File: src/include/demod_defs.svh
`ifndef DEMOD_DEFS_SVH
`define DEMOD_DEFS_SVH

// ********************
// register space
// ********************

`define VERSION_NUMBER     16'h005d

// misc space is 16 words starting at word address 3f0
`define MISC_SPACE_BASE    11'h3f0
`define MISC_SPACE_MASK    11'h7f0

// offsets come from word address bits 3:2, bit 1 picks the upper half
`define MISC_RESET_OFS     2'd0
`define MISC_VERSION_OFS   2'd1
`define MISC_CLOCK_OFS     2'd2

// ********************
// reset and sample path
// ********************

`define SOFT_RESET_CYCLES  6   // dac reset pulse length in clocks
`define IF_PAD_BITS        4   // adc word to 18-bit demod sample

`endif

File: src/logic/demod_pkg.sv
`default_nettype none

package demod_pkg;

  // processor side
  typedef logic [10:0] bus_addr_t;   // word address, pins addr1..addr11
  typedef logic [15:0] bus_data_t;

  // internal registers are 32 bits, read back as two 16-bit halves
  typedef logic [31:0] reg_word_t;

  // ********************
  // sample path
  // ********************

  // raw adc word, two's complement
  typedef logic [13:0] adc_sample_t;

  // adc word padded up to the demodulator sample width
  typedef logic [17:0] if_sample_t;

  // offset binary code for the dac pins
  typedef logic [13:0] dac_code_t;

endpackage

`default_nettype wire

File: src/logic/cpu_bus_decode.sv
`timescale 1ns/1ps
`default_nettype none

`include "demod_defs.svh"

module cpu_bus_decode (
  input  wire                        ck933,
  input  wire                        clockCounterEn,
  input  wire                        cs_n_i,
  input  wire                        rd_n_i,
  input  wire                        we_n_i,
  input  wire demod_pkg::bus_addr_t  addr_i,
  input  wire demod_pkg::reg_word_t  misc_dout_i,
  output logic                       misc_sel_o,
  output logic                       wr_o,
  output logic                       rd_o,
  output demod_pkg::bus_data_t       data_o,
  output logic                       data_oe_o
);

  logic bus_rd;   // cs and rd both low
  logic rd_q;     // bus_rd as seen at the last edge

  // ********************
  // address and strobes
  // ********************

  assign misc_sel_o = ~cs_n_i &
                      ((addr_i & `MISC_SPACE_MASK) == `MISC_SPACE_BASE);

  assign wr_o   = ~cs_n_i & ~we_n_i;   // every sampled cycle is a write
  assign bus_rd = ~cs_n_i & ~rd_n_i;

  // side effects of a read fire once, even when rd is held for several clocks
  assign rd_o = bus_rd & ~rd_q;

  always_ff @(posedge ck933 or posedge clockCounterEn) begin
    if (clockCounterEn) begin
      rd_q <= 1'b0;
    end else begin
      rd_q <= bus_rd;
    end
  end

  // ********************
  // read data mux
  // ********************

  always_comb begin
    data_o = '0;   // nothing else mapped
    if (misc_sel_o) begin
      if (addr_i[1]) begin
        data_o = misc_dout_i[31:16];
      end else begin
        data_o = misc_dout_i[15:0];
      end
    end
  end

  assign data_oe_o = bus_rd;   // follows the pins, no clock involved

endmodule

`default_nettype wire

File: src/logic/misc_regs.sv
`timescale 1ns/1ps
`default_nettype none

`include "demod_defs.svh"

module misc_regs (
  input  wire                        ck933,
  input  wire                        clockCounterEn,
  input  wire                        misc_sel_i,
  input  wire                        wr_i,
  input  wire                        rd_i,
  input  wire [1:0]                  reg_ofs_i,
  output demod_pkg::reg_word_t       misc_dout_o,
  output logic                       soft_rst_req_o
);

  logic                 clock_wr;     // write to the clock register
  logic                 reset_rd;     // read of the reset register
  logic                 start_flag;
  logic                 start_s0;
  logic                 start_s1;
  logic                 restart;
  demod_pkg::reg_word_t clock_count;
  logic                 sel_d1;
  logic                 sel_d2;
  logic                 snap;
  demod_pkg::reg_word_t clock_hold;

  assign clock_wr = wr_i & misc_sel_i & (reg_ofs_i == `MISC_CLOCK_OFS);
  assign reset_rd = rd_i & misc_sel_i & (reg_ofs_i == `MISC_RESET_OFS);

  // ********************
  // clock counter
  // ********************

  // start flag sets on the write, cleared by the restart it causes
  always_ff @(posedge ck933 or posedge clockCounterEn) begin
    if (clockCounterEn) begin
      start_flag <= 1'b0;
    end else if (restart) begin
      start_flag <= 1'b0;
    end else if (clock_wr) begin
      start_flag <= 1'b1;
    end
  end

  assign restart = start_s0 & ~start_s1;   // rising edge of the synced flag

  always_ff @(posedge ck933 or posedge clockCounterEn) begin
    if (clockCounterEn) begin
      start_s0    <= 1'b0;
      start_s1    <= 1'b0;
      clock_count <= '0;
    end else begin
      start_s0 <= start_flag;
      start_s1 <= start_s0;
      if (restart) begin
        clock_count <= '0;
      end else begin
        clock_count <= clock_count + 1'b1;   // free running, wraps
      end
    end
  end

  // ********************
  // snapshot on select
  // ********************

  // each new access to the space freezes the count for readback
  assign snap = sel_d1 & ~sel_d2;

  always_ff @(posedge ck933 or posedge clockCounterEn) begin
    if (clockCounterEn) begin
      sel_d1     <= 1'b0;
      sel_d2     <= 1'b0;
      clock_hold <= '0;
    end else begin
      sel_d1 <= misc_sel_i;
      sel_d2 <= sel_d1;
      if (snap) begin
        clock_hold <= clock_count;
      end
    end
  end

  always_comb begin
    case (reg_ofs_i)
      `MISC_VERSION_OFS: misc_dout_o = {`VERSION_NUMBER, 16'h0000};
      `MISC_CLOCK_OFS:   misc_dout_o = clock_hold;
      default:           misc_dout_o = '0;   // reset reg reads zero
    endcase
  end

  // one clock request per read of the reset register
  always_ff @(posedge ck933 or posedge clockCounterEn) begin
    if (clockCounterEn) begin
      soft_rst_req_o <= 1'b0;
    end else begin
      soft_rst_req_o <= reset_rd;
    end
  end

endmodule

`default_nettype wire

File: src/logic/soft_reset_gen.sv
`timescale 1ns/1ps
`default_nettype none

`include "demod_defs.svh"

module soft_reset_gen (
  input  wire  ck933,
  input  wire  clockCounterEn,
  input  wire  soft_rst_req_i,
  output logic soft_rst_o
);

  localparam int CNT_W = $clog2(`SOFT_RESET_CYCLES);

  logic             req_q;   // request, one clock later
  logic [CNT_W-1:0] rst_cnt; // cycles left after the first one

  // ********************
  // pulse stretcher
  // ********************

  // a new request reloads the count, so the pulse restarts
  always_ff @(posedge ck933 or posedge clockCounterEn) begin
    if (clockCounterEn) begin
      req_q      <= 1'b0;
      rst_cnt    <= '0;
      soft_rst_o <= 1'b0;
    end else begin
      req_q <= soft_rst_req_i;
      if (req_q) begin
        rst_cnt    <= CNT_W'(`SOFT_RESET_CYCLES - 1);
        soft_rst_o <= 1'b1;
      end else if (rst_cnt != '0) begin
        rst_cnt    <= rst_cnt - 1'b1;
        soft_rst_o <= 1'b1;
      end else begin
        soft_rst_o <= 1'b0;   // expired
      end
    end
  end

endmodule

`default_nettype wire

File: src/logic/if_dac_path.sv
`timescale 1ns/1ps
`default_nettype none

`include "demod_defs.svh"

module if_dac_path (
  input  wire                         ck933,
  input  wire                         clockCounterEn,
  input  wire                         soft_rst_i,
  input  wire demod_pkg::adc_sample_t adc_d_i,
  output demod_pkg::dac_code_t        dac0_d_o
);

  localparam int IF_W  = $bits(demod_pkg::if_sample_t);
  localparam int DAC_W = $bits(demod_pkg::dac_code_t);

  localparam demod_pkg::dac_code_t DAC_MIDSCALE = 14'h2000;   // zero sample

  logic                   sample_clr;   // either reset, flops read zero at once
  demod_pkg::adc_sample_t adc_q;
  demod_pkg::if_sample_t  if_sample;

  assign sample_clr = clockCounterEn | soft_rst_i;

  // ********************
  // adc reclock
  // ********************

  always_ff @(posedge ck933 or posedge sample_clr) begin
    if (sample_clr) begin
      adc_q <= '0;
    end else begin
      adc_q <= adc_d_i;
    end
  end

  assign if_sample = {adc_q, {`IF_PAD_BITS{1'b0}}};   // low bits padded

  // top bits with msb flipped, two's complement to offset binary
  always_ff @(posedge ck933 or posedge sample_clr) begin
    if (sample_clr) begin
      dac0_d_o <= DAC_MIDSCALE;
    end else begin
      dac0_d_o <= {~if_sample[IF_W-1], if_sample[IF_W-2 -: DAC_W-1]};
    end
  end

endmodule

`default_nettype wire

File: src/logic/demod_top.sv
`timescale 1ns/1ps
`default_nettype none

module demod_top (
  input  wire                        ck933,
  input  wire                        clockCounterEn,   // async reset, active high
  input  wire                        cs_n_i,
  input  wire                        rd_n_i,
  input  wire                        we_n_i,
  input  wire demod_pkg::bus_addr_t  addr_i,
  input  wire demod_pkg::bus_data_t  data_i,           // no writable data field yet
  input  wire demod_pkg::adc_sample_t adc_d_i,
  output wire demod_pkg::bus_data_t  data_o,
  output wire                        data_oe_o,
  output wire                        dac_rst_o,
  output wire demod_pkg::dac_code_t  dac0_d_o
);

  logic                 misc_sel;       // cs low and address in misc space
  logic                 wr;
  logic                 rd;             // first cycle of a read only
  demod_pkg::reg_word_t misc_dout;
  logic                 soft_rst_req;   // one clock wide
  logic                 soft_rst;

  // ********************
  // processor bus
  // ********************

  cpu_bus_decode u_bus (
    .ck933          (ck933),
    .clockCounterEn (clockCounterEn),
    .cs_n_i         (cs_n_i),
    .rd_n_i         (rd_n_i),
    .we_n_i         (we_n_i),
    .addr_i         (addr_i),
    .misc_dout_i    (misc_dout),
    .misc_sel_o     (misc_sel),
    .wr_o           (wr),
    .rd_o           (rd),
    .data_o         (data_o),
    .data_oe_o      (data_oe_o)
  );

  // ********************
  // misc space and reset
  // ********************

  // a clock register write restarts the counter whatever the value on data_i
  misc_regs u_misc (
    .ck933          (ck933),
    .clockCounterEn (clockCounterEn),
    .misc_sel_i     (misc_sel),
    .wr_i           (wr),
    .rd_i           (rd),
    .reg_ofs_i      (addr_i[3:2]),
    .misc_dout_o    (misc_dout),
    .soft_rst_req_o (soft_rst_req)
  );

  soft_reset_gen u_soft_rst (
    .ck933          (ck933),
    .clockCounterEn (clockCounterEn),
    .soft_rst_req_i (soft_rst_req),
    .soft_rst_o     (soft_rst)
  );

  assign dac_rst_o = soft_rst;   // same pulse goes out to the dac

  // ********************
  // if sample path
  // ********************

  // interpolators bypassed, dac0 runs on every clock
  if_dac_path u_if_dac (
    .ck933          (ck933),
    .clockCounterEn (clockCounterEn),
    .soft_rst_i     (soft_rst),
    .adc_d_i        (adc_d_i),
    .dac0_d_o       (dac0_d_o)
  );

endmodule

`default_nettype wire

File: config.mk
export PLATFORM = sky130hd
export DESIGN_NAME = demod_top
export DESIGN_NICKNAME = d
export VERILOG_FILES = /design/src/logic/demod_pkg.sv /design/src/logic/cpu_bus_decode.sv /design/src/logic/misc_regs.sv /design/src/logic/soft_reset_gen.sv /design/src/logic/if_dac_path.sv /design/src/logic/demod_top.sv
export VERILOG_INCLUDE_DIRS = /design/src /design/src/include
export SDC_FILE = /design/constraint.sdc
export NUM_CORES = 1
export LEC_CHECK = 0
export BUFFER_PORTS_ARGS = -buffer_cell sky130_fd_sc_hd__buf_2
export CORE_MARGIN = 8
export CORE_UTILIZATION = 50
export DETAILED_ROUTE_END_ITERATION = 16
export GPL_ROUTABILITY_DRIVEN = 0
export MAX_ROUTING_LAYER = met4
export PLACE_DENSITY = 0.83
export SLEW_MARGIN = 20
export SYNTH_ARGS = -nofsm -noshare
export SYNTH_HDL_FRONTEND = slang
export SYNTH_HIERARCHICAL = 1
export SYNTH_SLANG_ARGS = --single-unit
File: constraint.sdc
create_clock -name ck933 -period 2 [get_ports ck933]
set_input_delay 0.3 -clock ck933 [delete_from_list [all_inputs] [get_ports ck933]]
set_output_delay 0.3 -clock ck933 [all_outputs]
set_load 0.005 [all_outputs]
== Word level (Yosys, flattened, before mapping) ==
Index checks and enable logic that the tools add are counted.
W data, S select, Z words.

* Register bits: 104
* Word-level logic and storage cells: 51
* Output and inout port bits: 32

* Add/subtract/negate cells: 2
* Reductions and logical operators: 4
* Muxes and demuxes: 10
* Equality and inequality tests: 3
* Bitwise gates (word level): 18

{| class="wikitable"
|+ Operator list
! kind !! count
|-
| $pmux W32 S2 || 1
|-
| $add A32 B1 Y32 const B || 1
|-
| $mux W16 || 2
|-
| $mux W32 || 1
|-
| $and A1 B1 Y1 || 10
|-
| $eq A7 B6 Y1 const B || 1
|-
| $not A1 Y1 || 7
|-
| $mux W3 || 2
|-
| $mux W1 || 4
|-
| $reduce_bool A2 Y1 || 2
|-
| $reduce_bool A3 Y1 || 1
|-
| $sub A3 B1 Y3 const B || 1
|-
| $eq A2 B1 Y1 const B || 1
|-
| $eq A2 B2 Y1 const B || 1
|-
| $logic_not A2 Y1 || 1
|-
| $or A1 B1 Y1 || 1
|}

== Logic depth before layout (Yosys ltp) ==
Gate-level depths: netlist of run 1.

* Word-level depth: 6
* Depth in mapped cells: 7
* Depth with buffers taken out: 6

== Hierarchy ==
Netlist of run 1, hierarchy kept.

{| class="wikitable"
|+ By module, submodules not included
! module !! sequential area each (sq um) !! times used !! cells each !! area an instance (sq um)
|-
| misc_regs || 1751.7 || 1 || 286 || 3194.3
|-
| if_dac_path || 701.9 || 1 || 30 || 709.4
|-
| cpu_bus_decode || 25.0 || 1 || 45 || 402.9
|-
| soft_reset_gen || 125.1 || 1 || 20 || 234.0
|}

== Worst setup path before layout of run 1 ==
Ideal clock, no wire load.

* Path type: flip-flop to flip-flop
* From: register u_misc.clock_count[5]
* To: register u_misc.clock_count[31]
* Buffers on the path: 1
* Slack: -0.203 ns
* Arrival: 2.125 ns
* Stages on the path, launching flop included: 7
* Data required time: 1.923 ns
* Cell sequence: dfrtp_1 -> nand4_4 -> or4_1 -> buf_2 -> or4_4 -> or3_1 -> a21oi_1

* Longest elaborated chain between the ends: 2

{| class="wikitable"
|+ RTL lines
! what !! line !! source
|-
| from (decl) || misc_regs.sv:23 || <nowiki>demod_pkg::reg_word_t clock_count;</nowiki>
|-
| from (signal assigned) || misc_regs.sv:60 || <nowiki>clock_count <= clock_count + 1'b1;</nowiki>
|-
| $add A32 B1 Y32 || misc_regs.sv:60 ||
|-
| $mux W32 || misc_regs.sv:57 || <nowiki>if (restart) begin</nowiki>
|}

Every way passes these cells.
A chain may end at the register's enable or synchronous reset.

== Worst setup path after layout of run 1 ==
* From: register u_misc.clock_count[2]
* To: register u_misc.clock_count[31]

Same word-level chain as after synthesis.

==> results by group, run 1 <==
Power and ir drop
  • VDD IR-drop max: 446 uV
  • Sw Ratio: ~29%
  • Clk pwr share: 30.5%
  • Comb power frac: between 10% and 20%
  • Pwr Density: 840 nW/um^2
  • P_int: 3250 uW
  • Static Leak: 0.00268 uW
  • Seq pwr share: between 50% and 60%
  • Psw: approximately 1300 uW

Critical path
  • Req. time, crit path: 2.28 ns
  • CP max FO: 2
  • Slowest cell on the critical path: or4_4
  • Critical-path cell list: nand3_1, or4_4, or4_4, or3_1, a21oi_2
  • Crit end category: flop
  • FF-to-FF path depth: 5
  • Crit path top cell by count: or4_4
  • R2r setup slk: -0.09 ns
  • WP data arrival: 2.37 ns
  • Worst reg2reg endpoint: u_misc/clock_count[31]
  • Worst R2R Start: u_misc/clock_count[2]
  • WS Path Type: flop to flop
  • Startpoint types: flop
  • Crit path buf inv count: 0
  • Slowest cell delay on critical path: 0.56 ns
  • CP delay by family, top: simple AND/OR/NAND/NOR gates

Finish
  • Nets: 524
  • Design area: 5420 sq um
  • Area Overhead vs Synth: 19.3%
  • Total inserted antenna cells: 0
  • Layout cells sized above 1: between 30% and 40%

Logic synthesis
  • Netlist cell types: 39
  • Seq/Total Area, Yosys: 57.3%
  • Synthesized area per cell: 11.9 sq um
  • Netlist Area Pre-Place: 4540 sq um
  • Seq cells post-synth: between 100 and 150
  • YS warnings: 6
  • Post-Syn Nets: about 430
  • Post-synthesis cell count: 381

CTS
  • TritonCTS clock tree: done
  • H-tree depth: 3
  • Max clock buf depth: 2
  • Clock latency on the worst-skew pair: around 0.37 ns
  • Reg clk slew, reported paths: 0.11 ns
  • Num CTS Buffers: 9
  • Clock sinks: 104
  • Root Driver: clkbuf_8

Drt
  • DRT Pass-1 Iters: 5
  • Post-route ant nets: 0
  • Initial drt markers: 197
  • WL per Instance: 15.8 um
  • Post-Route WL: 9.22 mm
  • Avg Vias per Cell: 5.18
  • Via count: 3031
  • Drc violations: 0

Worst hold path
  • Hold path cells: 1
  • Hold Path Sink: u_if_dac/adc_q[4]
  • Hold Crit Class: input port to flop
  • Hold_sp: adc_d_i[4]

STA
  • F_max: roughly 0.48 GHz
  • Headroom to the max-slew limit: about 67%
  • Final Hold Fails: 0
  • Setup ws final: -0.0942 ns
  • Hold WS: approximately 0.021 ns
  • Worst-Margin Slew: 0.499 ns
  • RSZ-0062 raised after global routing: true
  • Final setup fails: 1
  • Minimum clock period: between 2 and 2.5 ns
  • Final Cycle Share: 105%
  • Final clock skew: 0.0186 ns
  • Fin. max-slew vios: 0

Status
  • Failing checks: setup timing
  • Status: finished with violations

Floorplanning
  • Area of the core: 8760 sq um
  • # rows: 34
  • Starting Density: 51.8%
  • Die area: 12400 sq um
  • Ports: 78
  • Chip Height: roughly 110 um
  • Chip Width: roughly 110 um

Placed design
  • IO Port Bufs: 60
  • Cell Area, Placed: 5150 sq um
  • Dpl hpwl: 6.59 mm

Global routing
  • First-pass GRT wire length: 15.7 mm
  • Initial antenna violation count: 0
  • Largest net degree at the start of global routing: 71
  • Total global routing overflow: 0
  • Gr usage total: 15.8%
  • Vias in the first global route: 3210

Flow run
  • Max-cap viol count: 0
==> timing repair <==
| item | CTS | global route |
|---|---|---|
| pin swaps | 3 | 0 |
| endpoints found under the hold margin | 6 | 1 |
| hold buffers | 1 | 1 |
| setup endpoints to repair | 1 | 3 |
| gates resized for setup | 3 | 1 |
| setup buffers | 0 | 2 |
==> metrics by stage <==
stage / setup slack [ns] / power [uW] / setup TNS (ns) / instances / util, %
after global routing: -0.114 / 4780 / -0.114 / 585 / 61.8
final: -0.0942 / 4550 / -0.0942 / 585 / 61.8
after global placement: -0.0130 / 3100 / -0.0130 / 565 / 58.7
after detailed placement: -0.0801 / 3170 / -0.0801 / 565 / 58.7
after CTS: 0.0151 / 4560 / 0 / 582 / 61.5
after floorplan: -0.179 / 2840 / -0.179 / 381 / -
==> cells in the mapped netlist, drive strengths merged <==
cell type	count	area [sq um]
dfrtp	103	2580
nor2	39	146
mux2	32	360
and2	27	169
nor3	22	155
mux2i	17	170
xor2	15	131
inv	13	48.8
xnor2	12	105
nand2	11	41.3
nand4	11	83.8
nor2b	11	71.3
nand3	10	50.1
buf	9	71.3
a21oi	8	40.0
clkbuf	8	30.0
ha	6	75.1
nor4	5	31.3
and3	3	18.8
and4	3	26.3
o21ai	3	15.0
or3	3	20.0
nand4bb	2	22.5
or4	2	18.8
a211o	1	8.76
a31oi	1	6.26
dfstp	1	26.3
nand2b	1	6.26
o31ai	1	7.51
or2	1	6.26
==> kinds of logic after synthesis <==
kind of cell / share of synthesized area, %
and+or+nand+nor: 19.1
DFF: 57.3
muxes: 11.7
buffers and inverters: 3.31
xor gates and xnor gates: 5.21
AOI/OAI and AO/OA: 1.71
adders and majority gates: 1.65
==> area by class of cell <==
class | count | area (sq um)
tap | 108 | 135
clock buffer | 9 | 124
sequential | 104 | 2610
multi-input combinational | 247 | 1810
timing repair buffer | 97 | 596
clock inverter | 7 | 97.6
fill | 660 | 3350
inverter | 13 | 52.6
==> metal layers <==
layer / global-route usage, % / vias up / routed length, um
met5: - / - / 0
met4: 6.58 / 0 / 144
met3: 2.92 / 11 / 385
met2: 26.8 / 60 / 4820
met1: 18.0 / 1486 / 3870
li1: - / 1474 / -
==> power by group through the flow <==
stage | logic [uW] | registers (uW) | clock network (uW)
6_report | 804 | 2360 | 1390
5_1_grt | 897 | 2380 | 1510
4_1_cts | 776 | 2360 | 1420
3_5_place_dp | 766 | 2400 | 0
3_3_place_gp | 718 | 2390 | 0
2_1_floorplan | 425 | 2420 | 0
==> flip-flops by register name (all words and copies together), names as in the netlist <==
register               count
u_misc/sel_d2              1
u_if_dac/dac0_d_o         14
u_soft_rst/req_q           1
u_misc/clock_count        32
u_misc/start_flag          1
u_soft_rst/soft_rst_o      1
u_if_dac/adc_q            14
u_misc/sel_d1              1
u_misc/start_s1            1
u_misc/soft_rst_req_o      1
u_misc/clock_hold         32
u_misc/start_s0            1
u_soft_rst/rst_cnt         3
u_bus/rd_q                 1
==> cell usage in the layout, fill, tap and decap left out, types with 2 or more instances in the layout <==
cell	synthesis	final
and3_1	3	3
dlygate4sd3_1	0	2
o21ai_0	3	2
nand4bb_1	2	2
or3_1	2	2
nor4_1	5	4
nand2_1	11	11
nor2b_1	10	8
buf_4	1	34
mux2_2	32	32
mux2i_1	17	17
clkbuf_8	0	9
xor2_1	15	15
clkinv_8	0	2
nor2_1	39	38
nand4_1	10	10
nor3_1	13	13
or4_4	1	2
inv_1	13	12
inv_6	0	3
nand3_1	10	10
and2_1	27	27
nor3_2	9	9
xnor2_1	12	12
nor2b_2	1	3
a21oi_1	8	7
ha_1	6	6
buf_2	2	60
and4_1	3	3
dfrtp_1	103	102
==> worst max-delay path by stage <==
| stage | start | endpoint | slack [ns] | cells after the start |
|---|---|---|---|---|
| 5_1_grt | u_misc/clock_count[4] | u_misc/clock_count[31] | -0.11 | 5 |
| 3_5_place_dp | u_misc/clock_count[7] | u_misc/clock_count[31] | -0.08 | 5 |
| 6_report | u_misc/clock_count[2] | u_misc/clock_count[31] | -0.09 | 5 |
| 2_1_floorplan | u_misc/clock_count[6] | u_misc/clock_count[31] | -0.18 | 6 |
| 3_3_place_gp | u_misc/clock_count[7] | u_misc/clock_count[31] | -0.01 | 5 |
| 4_1_cts | u_misc/clock_count[7] | u_misc/clock_count[31] | 0.02 | 5 |
Note: power is estimated with default switching activity, not from simulation.
==> inputs of run 2 (changes only) <==
--- a/config.mk
+++ b/config.mk
@@ -6,13 +6,15 @@
 export SDC_FILE = /design/constraint.sdc
 export NUM_CORES = 1
 export LEC_CHECK = 0
+export ABC_AREA = 1
 export BUFFER_PORTS_ARGS = -buffer_cell sky130_fd_sc_hd__buf_2
 export CORE_MARGIN = 8
-export CORE_UTILIZATION = 50
+export CORE_UTILIZATION = 51
 export DETAILED_ROUTE_END_ITERATION = 16
 export GPL_ROUTABILITY_DRIVEN = 0
 export MAX_ROUTING_LAYER = met4
-export PLACE_DENSITY = 0.83
+export PLACE_DENSITY = 0.84
+export SKIP_CTS_REPAIR_TIMING = 1
 export SLEW_MARGIN = 20
 export SYNTH_ARGS = -nofsm -noshare
 export SYNTH_HDL_FRONTEND = slang
==> results by group, run 2 <==
Power and ir drop
  • Comb power frac: 17.6% (about the same)
  • VDD IR-drop max: 470 uV (+5.4%)
  • Psw: 1380 uW (+6.0%)
  • Clk pwr share: 29.3% (-1.2 points)
  • Static Leak: 0.00316 uW (+18%)
  • Pwr Density: 791 nW/um^2 (-5.8%)
  • Seq pwr share: 53.1% (+1.3 points)
  • P_int: 3120 uW (-3.8%)
  • Sw Ratio: 30.6% (+2.0 points)

STA
  • F_max: 0.565 GHz (+18%)
  • RSZ-0062 raised after global routing: false
  • Headroom to the max-slew limit: 69.9% (+3.1 points)
  • Final Hold Fails: 0 (unchanged)
  • Fin. max-slew vios: 0 (unchanged)
  • Final clock skew: 0.0114 ns (-0.00718 ns)
  • Minimum clock period: 1.77 ns (-0.326 ns)
  • Final Cycle Share: 88.4% (-16 points)
  • Worst-Margin Slew: 0.452 ns (-0.0475 ns)
  • Final setup TNS: 0 ns (+0.0942 ns)
  • Final setup fails: 0 (-1)

CTS
  • Clock latency on the worst-skew pair: 0.37 ns (about the same)
  • Max clock buf depth: 2 (unchanged)
  • Clock sinks: 104 (unchanged)
  • TritonCTS clock tree: done
  • H-tree depth: 3 (unchanged)
  • Num CTS Buffers: 9 (unchanged)
  • Reg clk slew, reported paths: 0.10 ns (about the same)
  • Root Driver: clkbuf_8

Finish
  • Filler instances: 813 (+23%)
  • Nets: 693 (+32%)
  • Area Overhead vs Synth: 14.2%
  • Finished Layout Cells: 779 (+33%)
  • Total inserted antenna cells: 0 (unchanged)
  • Layout cells sized above 1: 26.5% (-8.3 points)
  • Most common cell after layout, fill and taps aside: nand2_1
  • Most frequent cells in the layout: 135 x nand2_1, 103 x dfrtp_1, 79 x inv_1
  • Biggest regs: u_misc/clock_count: 32 flops, u_misc/clock_hold: 32 flops

Worst hold path
  • Hold Crit Class: input port to flop

Drt
  • WL per Instance: 13.2 um (-16%)
  • Post-route ant nets: 0 (unchanged)
  • Via count: 3813 (+26%)
  • Drc violations: 0 (unchanged)
  • Avg Vias per Cell: 4.89 (-5.5%)
  • Post-Route WL: 10.3 mm (+11%)
  • Initial drt markers: 320 (+62%)
  • DRT Pass-1 Iters: 4 (-1)

Logic synthesis
  • Netlist cell types: 32 (-18%)
  • Post-synth EDFFs: 0 (unchanged)
  • Commonest cells post-synth: 135 x nand2_1, 103 x dfrtp_1, 80 x inv_1, 65 x nor2_1, 36 x a21oi_1
  • Count leader, synth: nand2_1
  • Post-synthesis cell count: 574 (+51%)
  • Post-synth top flop: dfrtp_1
  • Seq cells post-synth: 104 (unchanged)
  • YS warnings: 6 (unchanged)
  • Post-synth ARST share: 100% (unchanged)
  • Seq/Total Area, Yosys: 52.2% (-5.1 points)
  • Netlist Area Pre-Place: 4980 sq um (+9.8%)
  • Top cell type's share of synthesized area: 51.7% (-5.1 points)
  • Leading area contributor after synthesis: dfrtp_1
  • Synthesized area per cell: 8.68 sq um (-27%)
  • Post-Syn Nets: 626 (+45%)
  • Top cells by area, synth: dfrtp_1 52%, nand2_1 10%, inv_1 6.0%, nor2_1 4.9%, mux2_2 4.1%

Global routing
  • First-pass GRT wire length: 17.5 mm (+12%)
  • Largest net degree at the start of global routing: 40 (-44%)
  • Gr usage total: 17.2% (+1.4 points)
  • Vias in the first global route: 3747 (+17%)
  • Initial antenna violation count: 0 (unchanged)
  • Total global routing overflow: 0 (unchanged)

Flow run
  • Max-cap viol count: 0 (unchanged)

Placed design
  • Dpl hpwl: 7.90 mm (+20%)
  • Placed cells: 761 (+35%)
  • IO Port Bufs: 60 (unchanged)

Critical path
  • CP max FO: 33 (+31)
  • Crit end category: output pin
  • WS Path Type: input port to output pin
  • Critical-path cell list: buf_2, inv_1, ha_1, buf_12, nand2_1, a21oi_1, nand2_1, inv_1, a21oi_1, nor2_1, buf_2
  • Slowest cell delay on critical path: 0.20 ns (-0.36 ns)
  • WP data arrival: 1.47 ns (-0.90 ns)
  • Startpoint types: input port
  • Slowest cell on the critical path: ha_1
  • Req. time, crit path: 1.70 ns (-0.58 ns)
  • R2r setup slk: 0.55 ns (+0.64 ns)

Floorplanning
  • Area of the core: 9640 sq um (+10%)
  • Starting Density: 51.7% (-0.10 points)
  • Ports: 78 (unchanged)
  • Chip Height: 115 um (+3.2%)
  • Die area: 13200 sq um (+6.5%)
  • Chip Width: 115 um (+3.2%)
  • # rows: 36 (+5.9%)

Status
  • Status: finished, final reports clean
## run 2: final cells by class
cell class                 instances  area, sq um  share of cell area [%]
tap                              133          166                    2.92
sequential                       104         2600                    45.7
clock buffer                       9          124                    2.18
inverter                          92          353                    6.20
clock inverter                     7         77.6                    1.36
timing repair buffer              70          418                    7.34
multi-input combinational        364         1950                    34.3
## run 2: logic make-up (layout without fill, tap and decap cells)
group           Yosys count  in the layout  synth area share, %
buf+inv                 106            178                 8.68
flops                   104            104                 52.2
compound gates           66             66                 7.33
mux                      18             18                 4.07
fa+ha+maj                 6              6                 1.51
simple gates            274            274                 26.2
## run 2: final timing paths
check                           depth (start not counted)                     end                  start
worst min-delay path                                    1       u_if_dac/adc_q[6]             adc_d_i[6]
min in group asynchronous                               3              u_bus/rd_q         clockCounterEn
worst min register to register                          0    u_if_dac/dac0_d_o[3]      u_if_dac/adc_q[3]
worst max-delay path                                   11               data_o[3]              addr_i[2]
max in group asynchronous                               4  u_misc/clock_count[31]         clockCounterEn
worst max register to register                          8  u_misc/clock_count[28]  u_misc/clock_count[1]
## run 2: layer usage
layer	GRT usage, %	wire length (um)	up-vias
met5	-	0	-
met4	6.22	199	0
met3	3.94	819	15
met2	28.4	5030	106
met1	20.3	4220	1795
li1	-	-	1897
## run 2: power by group through the flow
stage | clock network (uW) | registers [uW] | logic, uW
floorplan | 0 | 2400 | 591
global placement | 0 | 2410 | 732
detailed placement | 0 | 2430 | 788
CTS | 1340 | 2390 | 799
global route | 1440 | 2410 | 900
finish | 1320 | 2390 | 791
## run 2: worst max-delay path, delay by kind of cell
family / cells / cell delay, ns
and+or+nand+nor: 3 / 0.25
adders and majority gates: 1 / 0.20
buffers and inverters: 5 / 0.54
AOI/OAI and AO/OA: 2 / 0.18
## run 2: per-stage QoR
step	util [%]	power (uW)	cell area [sq um]	setup slack [ns]	hold slack (ns)
floorplan	-	2990	4990	0.100	0.0287
global placement	56.8	3140	5470	0.277	0.186
CTS	58.9	4530	5670	0.225	-0.222
global route	59.1	4750	5690	0.0985	0.00173
detailed placement	56.8	3220	5470	0.227	0.193
finish	59.1	4500	5690	0.231	0.0275
==> inputs of run 3 (changes only) <==
--- a/config.mk
+++ b/config.mk
@@ -8,6 +8,7 @@
 export LEC_CHECK = 0
 export ABC_AREA = 1
 export BUFFER_PORTS_ARGS = -buffer_cell sky130_fd_sc_hd__buf_2
+export CORE_ASPECT_RATIO = 2
 export CORE_MARGIN = 8
 export CORE_UTILIZATION = 51
 export DETAILED_ROUTE_END_ITERATION = 16
==> results by group, run 3 (synthesis results as in run 2) <==
Power and ir drop
  • VDD IR-drop max: 493 uV (+4.8%)
  • Static Leak: 0.00318 uW (+0.67%)
  • Pwr Density: 853 nW/um^2 (+7.8%)
  • Total power: 4920 uW (+9.1%)

Finish
  • Most frequent cells in the layout: 135 x nand2_1, 103 x dfrtp_1, 79 x inv_1
  • Post-layout util: 59.8% (+0.78 points)
  • Total inserted antenna cells: 0 (unchanged)
  • Biggest regs: u_misc/clock_count: 32 flops, u_misc/clock_hold: 32 flops
  • Nets: 692 (-0.14%)
  • Area Overhead vs Synth: 15.7%
  • Filler instances: 768 (-5.5%)
  • Layout cells sized above 1: 26.7% (+0.20 points)
  • Most common cell after layout, fill and taps aside: nand2_1

Critical path
  • CP delay by family, top: buffers and inverters
  • CP max FO: 15 (-55%)
  • WS Path Type: input port to output pin
  • Startpoint types: input port
  • Worst reg2reg endpoint: u_misc/clock_count[22]
  • Crit path top cell by count: inv_1
  • Worst R2R Start: u_misc/clock_count[13]
  • Slowest cell delay on critical path: 0.22 ns (+0.02 ns)
  • Crit end category: output pin
  • WP data arrival: 1.53 ns (+0.06 ns)
  • Req. time, crit path: 1.70 ns (about the same)
  • Slowest cell on the critical path: ha_4
  • R2r setup slk: 0.45 ns (-0.10 ns)
  • Critical-path cell list: buf_2, inv_1, ha_4, buf_4, nand2_1, inv_1, nand2_1, inv_1, a21oi_2, nor2_2, buf_2
  • FF-to-FF path depth: 7 (-1)
  • Crit path buf inv count: 6 (+1)

Global routing
  • Vias in the first global route: 3984 (+6.3%)
  • Gr usage total: 19.0% (+1.8 points)
  • First-pass GRT wire length: 19.2 mm (+9.4%)
  • Initial antenna violation count: 0 (unchanged)
  • GR Util met3: 4.91% (+0.97 points)
  • Met1 track demand over resource: 17.3% (-2.9 points)
  • Global routing's busiest layer: met2
  • Largest net degree at the start of global routing: 71 (+78%)
  • Met2 GRT Util: 33.7% (+5.3 points)
  • Total global routing overflow: 0 (unchanged)

Drt
  • Avg Vias per Cell: 5.05 (+3.1%)
  • Via count: 3923 (+2.9%)
  • Post-Route WL: 11.9 mm (+16%)
  • Drc violations: 0 (unchanged)
  • Post-route ant nets: 0 (unchanged)
  • Initial drt markers: 236 (-26%)
  • DRT Pass-1 Iters: 5 (+1)
  • WL per Instance: 15.3 um (+16%)

STA
  • Final Hold Fails: 0 (unchanged)
  • Final setup fails: 0 (unchanged)
  • Worst-Margin Slew: 0.697 ns (+0.246 ns)
  • Final setup TNS: 0 ns (unchanged)
  • Hold WS: 0.0609 ns (+0.0335 ns)
  • Fin. max-slew vios: 0 (unchanged)
  • Final Cycle Share: 91.6% (+3.1 points)
  • F_max: 0.546 GHz (-3.4%)
  • Headroom to the max-slew limit: 53.4% (-17 points)
  • Final clock skew: 0.00831 ns (-0.00307 ns)
  • Minimum clock period: 1.83 ns (+0.0626 ns)
  • RSZ-0062 raised after global routing: false

Placed design
  • Dpl hpwl: 8.81 mm (+11%)
  • IO Port Bufs: 60 (unchanged)

CTS
  • Max clock buf depth: 2 (unchanged)
  • H-tree depth: 3 (unchanged)
  • TritonCTS clock tree: done
  • Clock sinks: 104 (unchanged)
  • Reg clk slew, reported paths: 0.06 ns (-0.04 ns)
  • Root Driver: clkbuf_16
  • Num CTS Buffers: 9 (unchanged)
  • Clock latency on the worst-skew pair: 0.35 ns (-0.02 ns)

Worst hold path
  • Hold Crit Class: input port to flop
  • Hold path cells: 1 (unchanged)
  • Hold Path Sink: u_if_dac/adc_q[7]
  • Hold_sp: adc_d_i[7]

Floorplanning
  • Chip Width: 85.9 um (-25%)
  • Die area: 13400 sq um (+1.4%)
  • Starting Density: 51.7% (about the same)
  • Chip Height: 156 um (+36%)
  • # rows: 51 (+42%)
  • Area of the core: 9640 sq um (about the same)
  • Ports: 78 (unchanged)

Flow run
  • Max-cap viol count: 0 (unchanged)

Status
  • Status: finished, final reports clean
## run 3: per-layer routing
metal | up-vias | wire [um]
met2 | 138 | 6400
met1 | 1839 | 4120
li1 | 1900 | -
met3 | 46 | 667
met5 | - | 0
met4 | 0 | 703
## run 3: area by class of cell
cell class | count | area, sq um | share of cell area (%)
inverter | 92 | 353 | 6.12
multi-input combinational | 364 | 1960 | 34.0
sequential | 104 | 2600 | 45.2
clock buffer | 9 | 225 | 3.91
clock inverter | 7 | 72.6 | 1.26
tap | 132 | 165 | 2.86
timing repair buffer | 69 | 383 | 6.64
## run 3: per-stage QoR
step                instance area, sq um  std cells  setup WS (ns)
global route                        5770        777         0.0548
global placement                    5450        760         0.0917
floorplan                           4990        574          0.100
detailed placement                  5450        760         0.0448
finish                              5770        777          0.169
CTS                                 5740        776        -0.0133
## run 3: worst max path at each step
stage	start	endpoint	slack, ns	cells past startpoint
finish	addr_i[2]	data_o[13]	0.17	11
global placement	addr_i[2]	data_o[11]	0.09	11
CTS	addr_i[2]	data_o[13]	-0.01	11
global route	addr_i[2]	data_o[13]	0.05	11
floorplan	u_soft_rst/soft_rst_o	u_if_dac/adc_q[0]	0.10	1
detailed placement	addr_i[2]	data_o[13]	0.04	11
## run 3: where the power goes
group,total (uW),switching (uW),internal (uW)
sequential,2400,135,2260
combinational,796,529,267
clock,1720,751,969
